## config.mk

```make
export PLATFORM = sky130hd
export DESIGN_NAME = elink_tx
export DESIGN_NICKNAME = d
export VERILOG_FILES = /design/src/logic/elink_pkg.sv /design/src/logic/elink_tx.sv /design/src/logic/tx_serializer.sv /design/src/logic/tx_sequencer.sv /design/src/logic/tx_capture.sv
export VERILOG_INCLUDE_DIRS = /design/src /design/src/include
export SDC_FILE = /design/constraint.sdc
export NUM_CORES = 1
export LEC_CHECK = 0
export BUFFER_PORTS_ARGS = -buffer_cell sky130_fd_sc_hd__buf_2
export CORE_MARGIN = 3
export CORE_UTILIZATION = 41
export CTS_CLUSTER_DIAMETER = 40
export DETAILED_ROUTE_END_ITERATION = 8
export GPL_ROUTABILITY_DRIVEN = 0
export HOLD_SLACK_MARGIN = 0.02
export PLACE_DENSITY = 0.71
export SYNTH_ARGS = -nofsm -noshare
export SYNTH_HDL_FRONTEND = slang
export SYNTH_HIERARCHICAL = 1
export SYNTH_SLANG_ARGS = --single-unit
```

## constraint.sdc

```tcl
create_clock -name tx_lclk -period 8.7 [get_ports tx_lclk]
set_input_delay 0.435 -clock tx_lclk [delete_from_list [all_inputs] [get_ports tx_lclk]]
set_output_delay 0.435 -clock tx_lclk [all_outputs]
set_load 0.05 [all_outputs]
```

## src/include/elink_defs_defs.svh

```systemverilog
`ifndef ELINK_DEFS_DEFS_SVH
`define ELINK_DEFS_DEFS_SVH

// ##############################
// Link geometry
// ##############################

// Fabric packet width in bits
`define ELINK_PW       104

// One link slice, sent as two DDR bytes
`define ELINK_SLICE_W  16

// ##############################
// Sequencer state codes
// ##############################

// Idle, then three header cycles and four payload cycles
`define ELINK_ST_IDLE  3'd0
`define ELINK_ST_CYC1  3'd1
`define ELINK_ST_CYC2  3'd2
`define ELINK_ST_CYC3  3'd3
`define ELINK_ST_CYC4  3'd4
`define ELINK_ST_CYC5  3'd5
`define ELINK_ST_CYC6  3'd6
`define ELINK_ST_CYC7  3'd7

`endif
```

## src/logic/elink_pkg.sv

```systemverilog
package elink_pkg;

   // ##############################
   // Fabric packet
   // ##############################

   // Emesh fields, top bit first
   typedef struct packed {
      logic [31:0] srcaddr;
      logic [31:0] data;
      logic [31:0] dstaddr;
      logic [3:0]  ctrlmode;
      logic [1:0]  datamode;
      logic        write;
      logic        access;
   } emesh_packet_t;

   // ##############################
   // Link word
   // ##############################

   // Header view, only the low 48 bits go out
   typedef struct packed {
      logic [15:0] unused;
      logic        read;
      logic [6:0]  pad;
      logic [3:0]  ctrlmode;
      logic [31:0] dstaddr;
      logic [1:0]  datamode;
      logic        write;
      logic        access;
   } link_hdr_t;

   // Payload view, data slices go first
   typedef struct packed {
      logic [31:0] data;
      logic [31:0] srcaddr;
   } link_pay_t;

   // Same register, header in cycles 1-3, payload in 4-7
   typedef union packed {
      link_hdr_t hdr;
      link_pay_t pay;
   } link_word_u;

   // Frame state, codes in the defs header
   typedef logic [2:0] link_state_t;

endpackage

```

## src/logic/elink_tx.sv

```systemverilog
module elink_tx
(
   input  logic                     tx_lclk,
   input  logic                     tx_lclk90,
   input  logic                     reset,
   input  elink_pkg::emesh_packet_t tx_packet,
   input  logic                     tx_access,
   input  logic                     tx_burst,
   output logic                     tx_io_wait,
   output logic [7:0]               txo_data_p,
   output logic [7:0]               txo_data_n,
   output logic                     txo_frame_p,
   output logic                     txo_frame_n,
   output logic                     txo_lclk_p,
   output logic                     txo_lclk_n,
   input  logic                     txi_wr_wait,
   input  logic                     txi_rd_wait,
   output logic                     tx_wr_wait,
   output logic                     tx_rd_wait
);

   logic                   take;
   elink_pkg::link_word_u  hdr_word;
   elink_pkg::link_word_u  pay_word;
   elink_pkg::link_word_u  link_word;
   elink_pkg::link_state_t state;

   // Packet register and word packing
   tx_capture i_tx_capture
   (
      .tx_lclk   (tx_lclk),
      .reset     (reset),
      .take      (take),
      .tx_packet (tx_packet),
      .hdr_word  (hdr_word),
      .pay_word  (pay_word)
   );

   // Frame FSM and link word
   tx_sequencer i_tx_sequencer
   (
      .tx_lclk    (tx_lclk),
      .reset      (reset),
      .tx_access  (tx_access),
      .tx_burst   (tx_burst),
      .hdr_word   (hdr_word),
      .pay_word   (pay_word),
      .take       (take),
      .link_word  (link_word),
      .state      (state),
      .tx_io_wait (tx_io_wait)
   );

   // Slices onto the pins
   tx_serializer i_tx_serializer
   (
      .tx_lclk     (tx_lclk),
      .tx_lclk90   (tx_lclk90),
      .reset       (reset),
      .state       (state),
      .link_word   (link_word),
      .txi_wr_wait (txi_wr_wait),
      .txi_rd_wait (txi_rd_wait),
      .txo_data_p  (txo_data_p),
      .txo_data_n  (txo_data_n),
      .txo_frame_p (txo_frame_p),
      .txo_frame_n (txo_frame_n),
      .txo_lclk_p  (txo_lclk_p),
      .txo_lclk_n  (txo_lclk_n),
      .tx_wr_wait  (tx_wr_wait),
      .tx_rd_wait  (tx_rd_wait)
   );

endmodule

```

## src/logic/tx_serializer.sv

```systemverilog
`include "elink_defs_defs.svh"

module tx_serializer
(
   input  logic                   tx_lclk,
   input  logic                   tx_lclk90,
   input  logic                   reset,
   input  elink_pkg::link_state_t state,
   input  elink_pkg::link_word_u  link_word,
   input  logic                   txi_wr_wait,
   input  logic                   txi_rd_wait,
   output logic [7:0]             txo_data_p,
   output logic [7:0]             txo_data_n,
   output logic                   txo_frame_p,
   output logic                   txo_frame_n,
   output logic                   txo_lclk_p,
   output logic                   txo_lclk_n,
   output logic                   tx_wr_wait,
   output logic                   tx_rd_wait
);

   elink_pkg::link_state_t    state_d;
   logic [`ELINK_SLICE_W-1:0] slice_q;
   logic                      frame_q;
   logic                      io_reset_in;
   logic                      io_reset;
   logic [1:0]                wait_meta;
   logic [1:0]                wait_sync;

   // ##############################
   // Slice pipeline
   // ##############################

   // Delayed state picks the slice and the frame
   always_ff @(posedge tx_lclk or posedge reset)
   begin
      if (reset)
      begin
         state_d <= `ELINK_ST_IDLE;
         frame_q <= 1'b0;
         slice_q <= '0;
      end
      else
      begin
         state_d <= state;
         frame_q <= (state_d != `ELINK_ST_IDLE);
         case (state_d)
            // Header view, read flag leads
            `ELINK_ST_CYC1:
               slice_q <= {link_word.hdr.read, link_word.hdr.pad,
                           link_word.hdr.ctrlmode, link_word.hdr.dstaddr[31:28]};
            `ELINK_ST_CYC2:
               slice_q <= link_word.hdr.dstaddr[27:12];
            `ELINK_ST_CYC3:
               slice_q <= {link_word.hdr.dstaddr[11:0], link_word.hdr.datamode,
                           link_word.hdr.write, link_word.hdr.access};
            // Payload view, data before srcaddr
            `ELINK_ST_CYC4:
               slice_q <= link_word.pay.data[31:16];
            `ELINK_ST_CYC5:
               slice_q <= link_word.pay.data[15:0];
            `ELINK_ST_CYC6:
               slice_q <= link_word.pay.srcaddr[31:16];
            `ELINK_ST_CYC7:
               slice_q <= link_word.pay.srcaddr[15:0];
            default:
               slice_q <= '0;
         endcase
      end
   end

   // ##############################
   // Reset and pushback sync
   // ##############################

   // Pins stay quiet two edges past reset
   always_ff @(posedge tx_lclk or posedge reset)
   begin
      if (reset)
      begin
         io_reset_in <= 1'b1;
         io_reset    <= 1'b1;
      end
      else
      begin
         io_reset_in <= 1'b0;
         io_reset    <= io_reset_in;
      end
   end

   // Bit 1 write pushback, bit 0 read pushback
   always_ff @(posedge tx_lclk or posedge reset)
   begin
      if (reset)
      begin
         wait_meta <= '0;
         wait_sync <= '0;
      end
      else
      begin
         wait_meta <= {txi_wr_wait, txi_rd_wait};
         wait_sync <= wait_meta;
      end
   end

   assign tx_wr_wait = wait_sync[1];
   assign tx_rd_wait = wait_sync[0];

   // ##############################
   // Pin drivers
   // ##############################

   // DDR byte, high half while clock high
   assign txo_data_p  = tx_lclk ? slice_q[15:8] : slice_q[7:0];
   assign txo_data_n  = ~txo_data_p;

   assign txo_frame_p = frame_q & ~io_reset;
   assign txo_frame_n = ~txo_frame_p;

   // Forwarded clock, 90 degrees late
   assign txo_lclk_p  = tx_lclk90 & ~io_reset;
   assign txo_lclk_n  = ~txo_lclk_p;

   // Frame closes only after a last payload slice
   a_frame_state : assert property (@(posedge tx_lclk) disable iff (reset)
      $fell(frame_q) |-> ($past(state_d, 2) == `ELINK_ST_CYC7));

endmodule

```

## src/logic/tx_sequencer.sv

```systemverilog
`include "elink_defs_defs.svh"

module tx_sequencer
(
   input  logic                   tx_lclk,
   input  logic                   reset,
   input  logic                   tx_access,
   input  logic                   tx_burst,
   input  elink_pkg::link_word_u  hdr_word,
   input  elink_pkg::link_word_u  pay_word,
   output logic                   take,
   output elink_pkg::link_word_u  link_word,
   output elink_pkg::link_state_t state,
   output logic                   tx_io_wait
);

   elink_pkg::link_state_t state_nxt;
   logic                   in_idle;
   logic                   in_last;
   logic                   wait_nxt;

   assign in_idle = (state == `ELINK_ST_IDLE);
   assign in_last = (state == `ELINK_ST_CYC7);

   // ##############################
   // Acceptance
   // ##############################

   // New frame from idle
   // Payload-only group at end of cycle 7 when bursting
   assign take = tx_access & (in_idle | (in_last & tx_burst));

   // ##############################
   // Frame state machine
   // ##############################

   always_comb
   begin
      case (state)
         `ELINK_ST_IDLE:
            state_nxt = tx_access ? `ELINK_ST_CYC1 : `ELINK_ST_IDLE;
         // Header slices
         `ELINK_ST_CYC1:
            state_nxt = `ELINK_ST_CYC2;
         `ELINK_ST_CYC2:
            state_nxt = `ELINK_ST_CYC3;
         `ELINK_ST_CYC3:
            state_nxt = `ELINK_ST_CYC4;
         // Payload slices
         `ELINK_ST_CYC4:
            state_nxt = `ELINK_ST_CYC5;
         `ELINK_ST_CYC5:
            state_nxt = `ELINK_ST_CYC6;
         `ELINK_ST_CYC6:
            state_nxt = `ELINK_ST_CYC7;
         // Loop back for burst, else close the frame
         `ELINK_ST_CYC7:
            state_nxt = (tx_burst & tx_access) ? `ELINK_ST_CYC4 : `ELINK_ST_IDLE;
         default:
            state_nxt = `ELINK_ST_IDLE;
      endcase
   end

   // Wait follows the state being entered
   // Open only in idle and in a bursting cycle 7
   assign wait_nxt = (state_nxt != `ELINK_ST_IDLE) &
                     ~((state_nxt == `ELINK_ST_CYC7) & tx_burst);

   always_ff @(posedge tx_lclk or posedge reset)
   begin
      if (reset)
      begin
         state      <= `ELINK_ST_IDLE;
         tx_io_wait <= 1'b0;
      end
      else
      begin
         state      <= state_nxt;
         tx_io_wait <= wait_nxt;
      end
   end

   // ##############################
   // Link word load
   // ##############################

   // Header one edge after accept, payload for every group
   always_ff @(posedge tx_lclk)
   begin
      if (state == `ELINK_ST_CYC1)
         link_word <= hdr_word;
      else if (state == `ELINK_ST_CYC4)
         link_word <= pay_word;
   end

   // Fabric holds its request while the wait is high
   a_access_hold : assert property (@(posedge tx_lclk) disable iff (reset)
      (tx_io_wait && tx_access) |=> ($stable(tx_access) && $stable(tx_burst)));

   // Accept only while the fabric sees the wait low
   a_take_state : assert property (@(posedge tx_lclk) disable iff (reset)
      take |-> !tx_io_wait);

endmodule

```

## src/logic/tx_capture.sv

```systemverilog
`include "elink_defs_defs.svh"

module tx_capture
(
   input  logic                     tx_lclk,
   input  logic                     reset,
   input  logic                     take,
   input  elink_pkg::emesh_packet_t tx_packet,
   output elink_pkg::link_word_u    hdr_word,
   output elink_pkg::link_word_u    pay_word
);

   // Raw packet bits, held for the whole group
   logic [`ELINK_PW-1:0]     pkt_q;
   elink_pkg::emesh_packet_t pkt;

   // ##############################
   // Packet register
   // ##############################

   // Loaded only on the accepting edge
   always_ff @(posedge tx_lclk)
   begin
      if (take)
         pkt_q <= tx_packet;
   end

   // Field view of the held packet
   assign pkt = pkt_q;

   // ##############################
   // Word packing
   // ##############################

   always_comb
   begin
      // Header word, read flag is the inverse of write
      hdr_word.hdr.unused   = '0;
      hdr_word.hdr.read     = ~pkt.write;
      hdr_word.hdr.pad      = '0;
      hdr_word.hdr.ctrlmode = pkt.ctrlmode;
      hdr_word.hdr.dstaddr  = pkt.dstaddr;
      hdr_word.hdr.datamode = pkt.datamode;
      hdr_word.hdr.write    = pkt.write;
      hdr_word.hdr.access   = pkt.access;
      // Payload word, data then srcaddr
      pay_word.pay.data     = pkt.data;
      pay_word.pay.srcaddr  = pkt.srcaddr;
   end

   // Fabric strobe and the packet access bit agree
   a_take_access : assert property (@(posedge tx_lclk) disable iff (reset)
      take |-> tx_packet.access);

endmodule

```

==> flow_summary.toml <==
[run_status]
status = "completed"

[global_routing]
busiest_layer = "met2"
grt-ovfl-total = 0
use_met3_pct = 8.68
use_met1_pct = 16.9
use_met2_pct = 21.9
grt_pass1_wl_mm = 22.5
first_global_vias = 4522
antenna_found_initial = 0
grt_start_max_net_pins = 75
grt.total_usage_pct = 15.6

[cells_and_area]
fin_util_pct = 55.6
multiInputGateArea_um2 = 1760
fin_area_um2 = 10500
nFillCells = 1411
seq_area_um2 = 5800
stdcell_count = 840
nets = 678
syn_to_final_growth_pct = 32.7
num_antenna_cells = 0
drive_gt1_share_pct = 51.2

[timing]
worst_pin_slew_ns = 1.16
relSlewSlack_pct = 22.8
finClkSkew_ns = 0.00974
final-hold-violation-count = 0
tns_ns = 0
rsz0062_at_grt = "no"
setup_viol = 0
slew_viol_final = 0

[floorplan]
ios = 134
die_h_um = 145
die_area_um2 = 20900
floorplan.initialDensity_pct = 41.9
die_w_um = 145
rows = 50
core-area_um2 = 18800

[clock_tree]
hold_buffers = 3
cts_tree = "yes"
clk_pin_slew_worst_paths_ns = 0.07
clock_latency_ns = 0.54
postCtsSetupBuffers = 0
cts_resized = 0

[synthesis]
synthCells = 375
synth-seq-cells = 198
yosys-top-cells-area = "edfxtp_1 (64%), mux2_4 (11%), dfrtp_1 (8.9%)"
synth_top_cells_by_count = "edfxtp_1 (168), mux2_4 (60), dfrtp_1 (28)"
synth_edf_count = 168
synth_top_area_share_pct = 64.0
ys_warn_count = 6
netlist-cell-type-count = 29
seq_area_frac_synth_pct = 73.5
synthArstFlopShare_pct = 15.2
synth_most_common_cell = "edfxtp_1"
synth.avg_cell_area_um2 = 21.0
synth_area_leader_cell = "edfxtp_1"
syn_area_um2 = 7890
ys.flop_type = "edfxtp_1"

[pwr]
powerDensity_nw_per_um2 = 432
power.switching_mw = 1.38
power_mw = 4.52
p_comb_share_pct = 13.1
vdd_drop_max_mv = 0.293
sw_frac_of_total_pct = 30.5
intPower_mw = 3.15
clock_power_share_pct = 52.2
power_leakage_nw = 4.20
seq_power_share_pct = 34.7

[detailed_routing]
vias_per_cell = 4.65
drtIter0Drc = 219
ant_nets = 0
first_pass_iters = 4
drt-wirelength-per-cell_um = 17.9
vias = 3904
route.detailed.drc = 0
wl_mm = 15.1

[worst_setup_path]
worstReg2RegEnd = "i_tx_capture/pkt[74]"
path_max_fanout = 3
rr_startpoint = "i_tx_sequencer/state[1]"
required_ns = 8.27
critPathLaunchType = "clock port"
arrival_ns = 6.40
reg2reg_depth = 3
r2r_slack_ns = 5.47
crit_path_end_kind = "primary output"
worst-setup-path-type = "clock port to primary output"

[min_path]
worstHoldStart = "tx_packet[78]"
hold_depth = 1
hold_class = "input port to flop"
hold_end = "i_tx_capture/pkt[78]"

[placement]
portBuffers = 133
postPlaceCellArea_um2 = 8630
post-place-cells = 756
place_hpwl_mm = 8.42

[run]
cap_violations = 0
==> routing by layer <==
metal  wire length [µm]  vias up
met5                  0        -
met4                627        0
met3               1130       73
met2               7480      182
met1               5820     1887
li1                   -     1762
==> state kept, by name (all words and copies together) (netlist names), 2 cells and up <==
name                       cells
i_tx_capture/pkt             104
i_tx_sequencer/link_word      64
i_tx_sequencer/state           3
i_tx_serializer/slice_q       16
i_tx_serializer/state_d        3
i_tx_serializer/wait_meta      2
i_tx_serializer/wait_sync      2
==> stage by stage <==
step | setup slack [ns] | hold slack, ns
5_1_grt | 1.80 | 0.0391
4_1_cts | 1.82 | 0.0470
2_1_floorplan | 2.20 | 0.201
6_report | 1.86 | 0.0692
3_3_place_gp | 3.49 | 0.325
3_5_place_dp | 3.49 | 0.335
==> power groups by stage <==
stage	clock [mW]	combinational, mW	sequential (mW)
2_1_floorplan	0.355	0.562	1.51
3_3_place_gp	0.400	0.584	1.56
3_5_place_dp	0.400	0.604	1.58
4_1_cts	2.42	0.613	1.58
5_1_grt	2.48	0.643	1.60
6_report	2.36	0.593	1.57
==> cell type report <==
class / count / share of cell area, %
clock buffer: 83 / 16.6
clock inverter: 22 / 1.67
inverter: 5 / 0.179
multi-input combinational: 147 / 16.8
sequential: 198 / 55.4
tap: 260 / 3.11
timing repair buffer: 125 / 6.24
==> how the worst max path moves through the flow <==
| stage | start | end | slack, ns |
|---|---|---|---|
| floorplan | i_tx_sequencer/state[0] | i_tx_capture/pkt[0] | 2.20 |
| global placement | tx_lclk | txo_data_n[2] | 3.49 |
| detailed placement | tx_lclk | txo_data_n[2] | 3.49 |
| CTS | tx_lclk | txo_data_p[7] | 1.82 |
| global route | tx_lclk | txo_data_p[7] | 1.80 |
| finish | tx_lclk | txo_data_p[7] | 1.86 |
==> worst max-delay path, stage by stage <==
cell and delay, ns:
clkbuf_16 0.12, clkbuf_16 0.13, clkbuf_16 0.13, clkbuf_16 0.13, clkbuf_16 0.14, clkbuf_16 0.16
clkbuf_16 0.14, mux2i_1 0.39, clkbuf_16 0.23, clkbuf_16 0.12, clkbuf_16 0.11, inv_1 0.04
buf_2 0.21
==> cell families (layout without fill, tap and decap cells) <==
logic type	Yosys count	count (layout)	share of synthesized area (%)
flops	198	198	73.5
mux	88	88	17.9
buf+inv	52	235	5.55
simple gates	27	27	2.16
compound gates	6	6	0.524
other cells	2	24	0.0952
xor+xnor	2	2	0.222
==> layout by cell type (no fill, tap or decap), types with 3 or more instances in the layout <==
| master | synthesis | layout |
|---|---|---|
| edfxtp_1 | 168 | 168 |
| buf_2 | 4 | 133 |
| clkbuf_16 | 0 | 66 |
| mux2_4 | 60 | 60 |
| dfrtp_1 | 28 | 28 |
| conb_1 | 2 | 24 |
| and2_1 | 16 | 16 |
| inv_1 | 13 | 13 |
| mux4_2 | 9 | 9 |
| mux2i_1 | 8 | 8 |
| mux4_1 | 7 | 7 |
| buf_4 | 23 | 5 |
| mux2_2 | 4 | 4 |
| clkinv_4 | 0 | 3 |
| inv_6 | 0 | 3 |
| dlygate4sd3_1 | 0 | 3 |
Power figures use the tool's default switching activity.
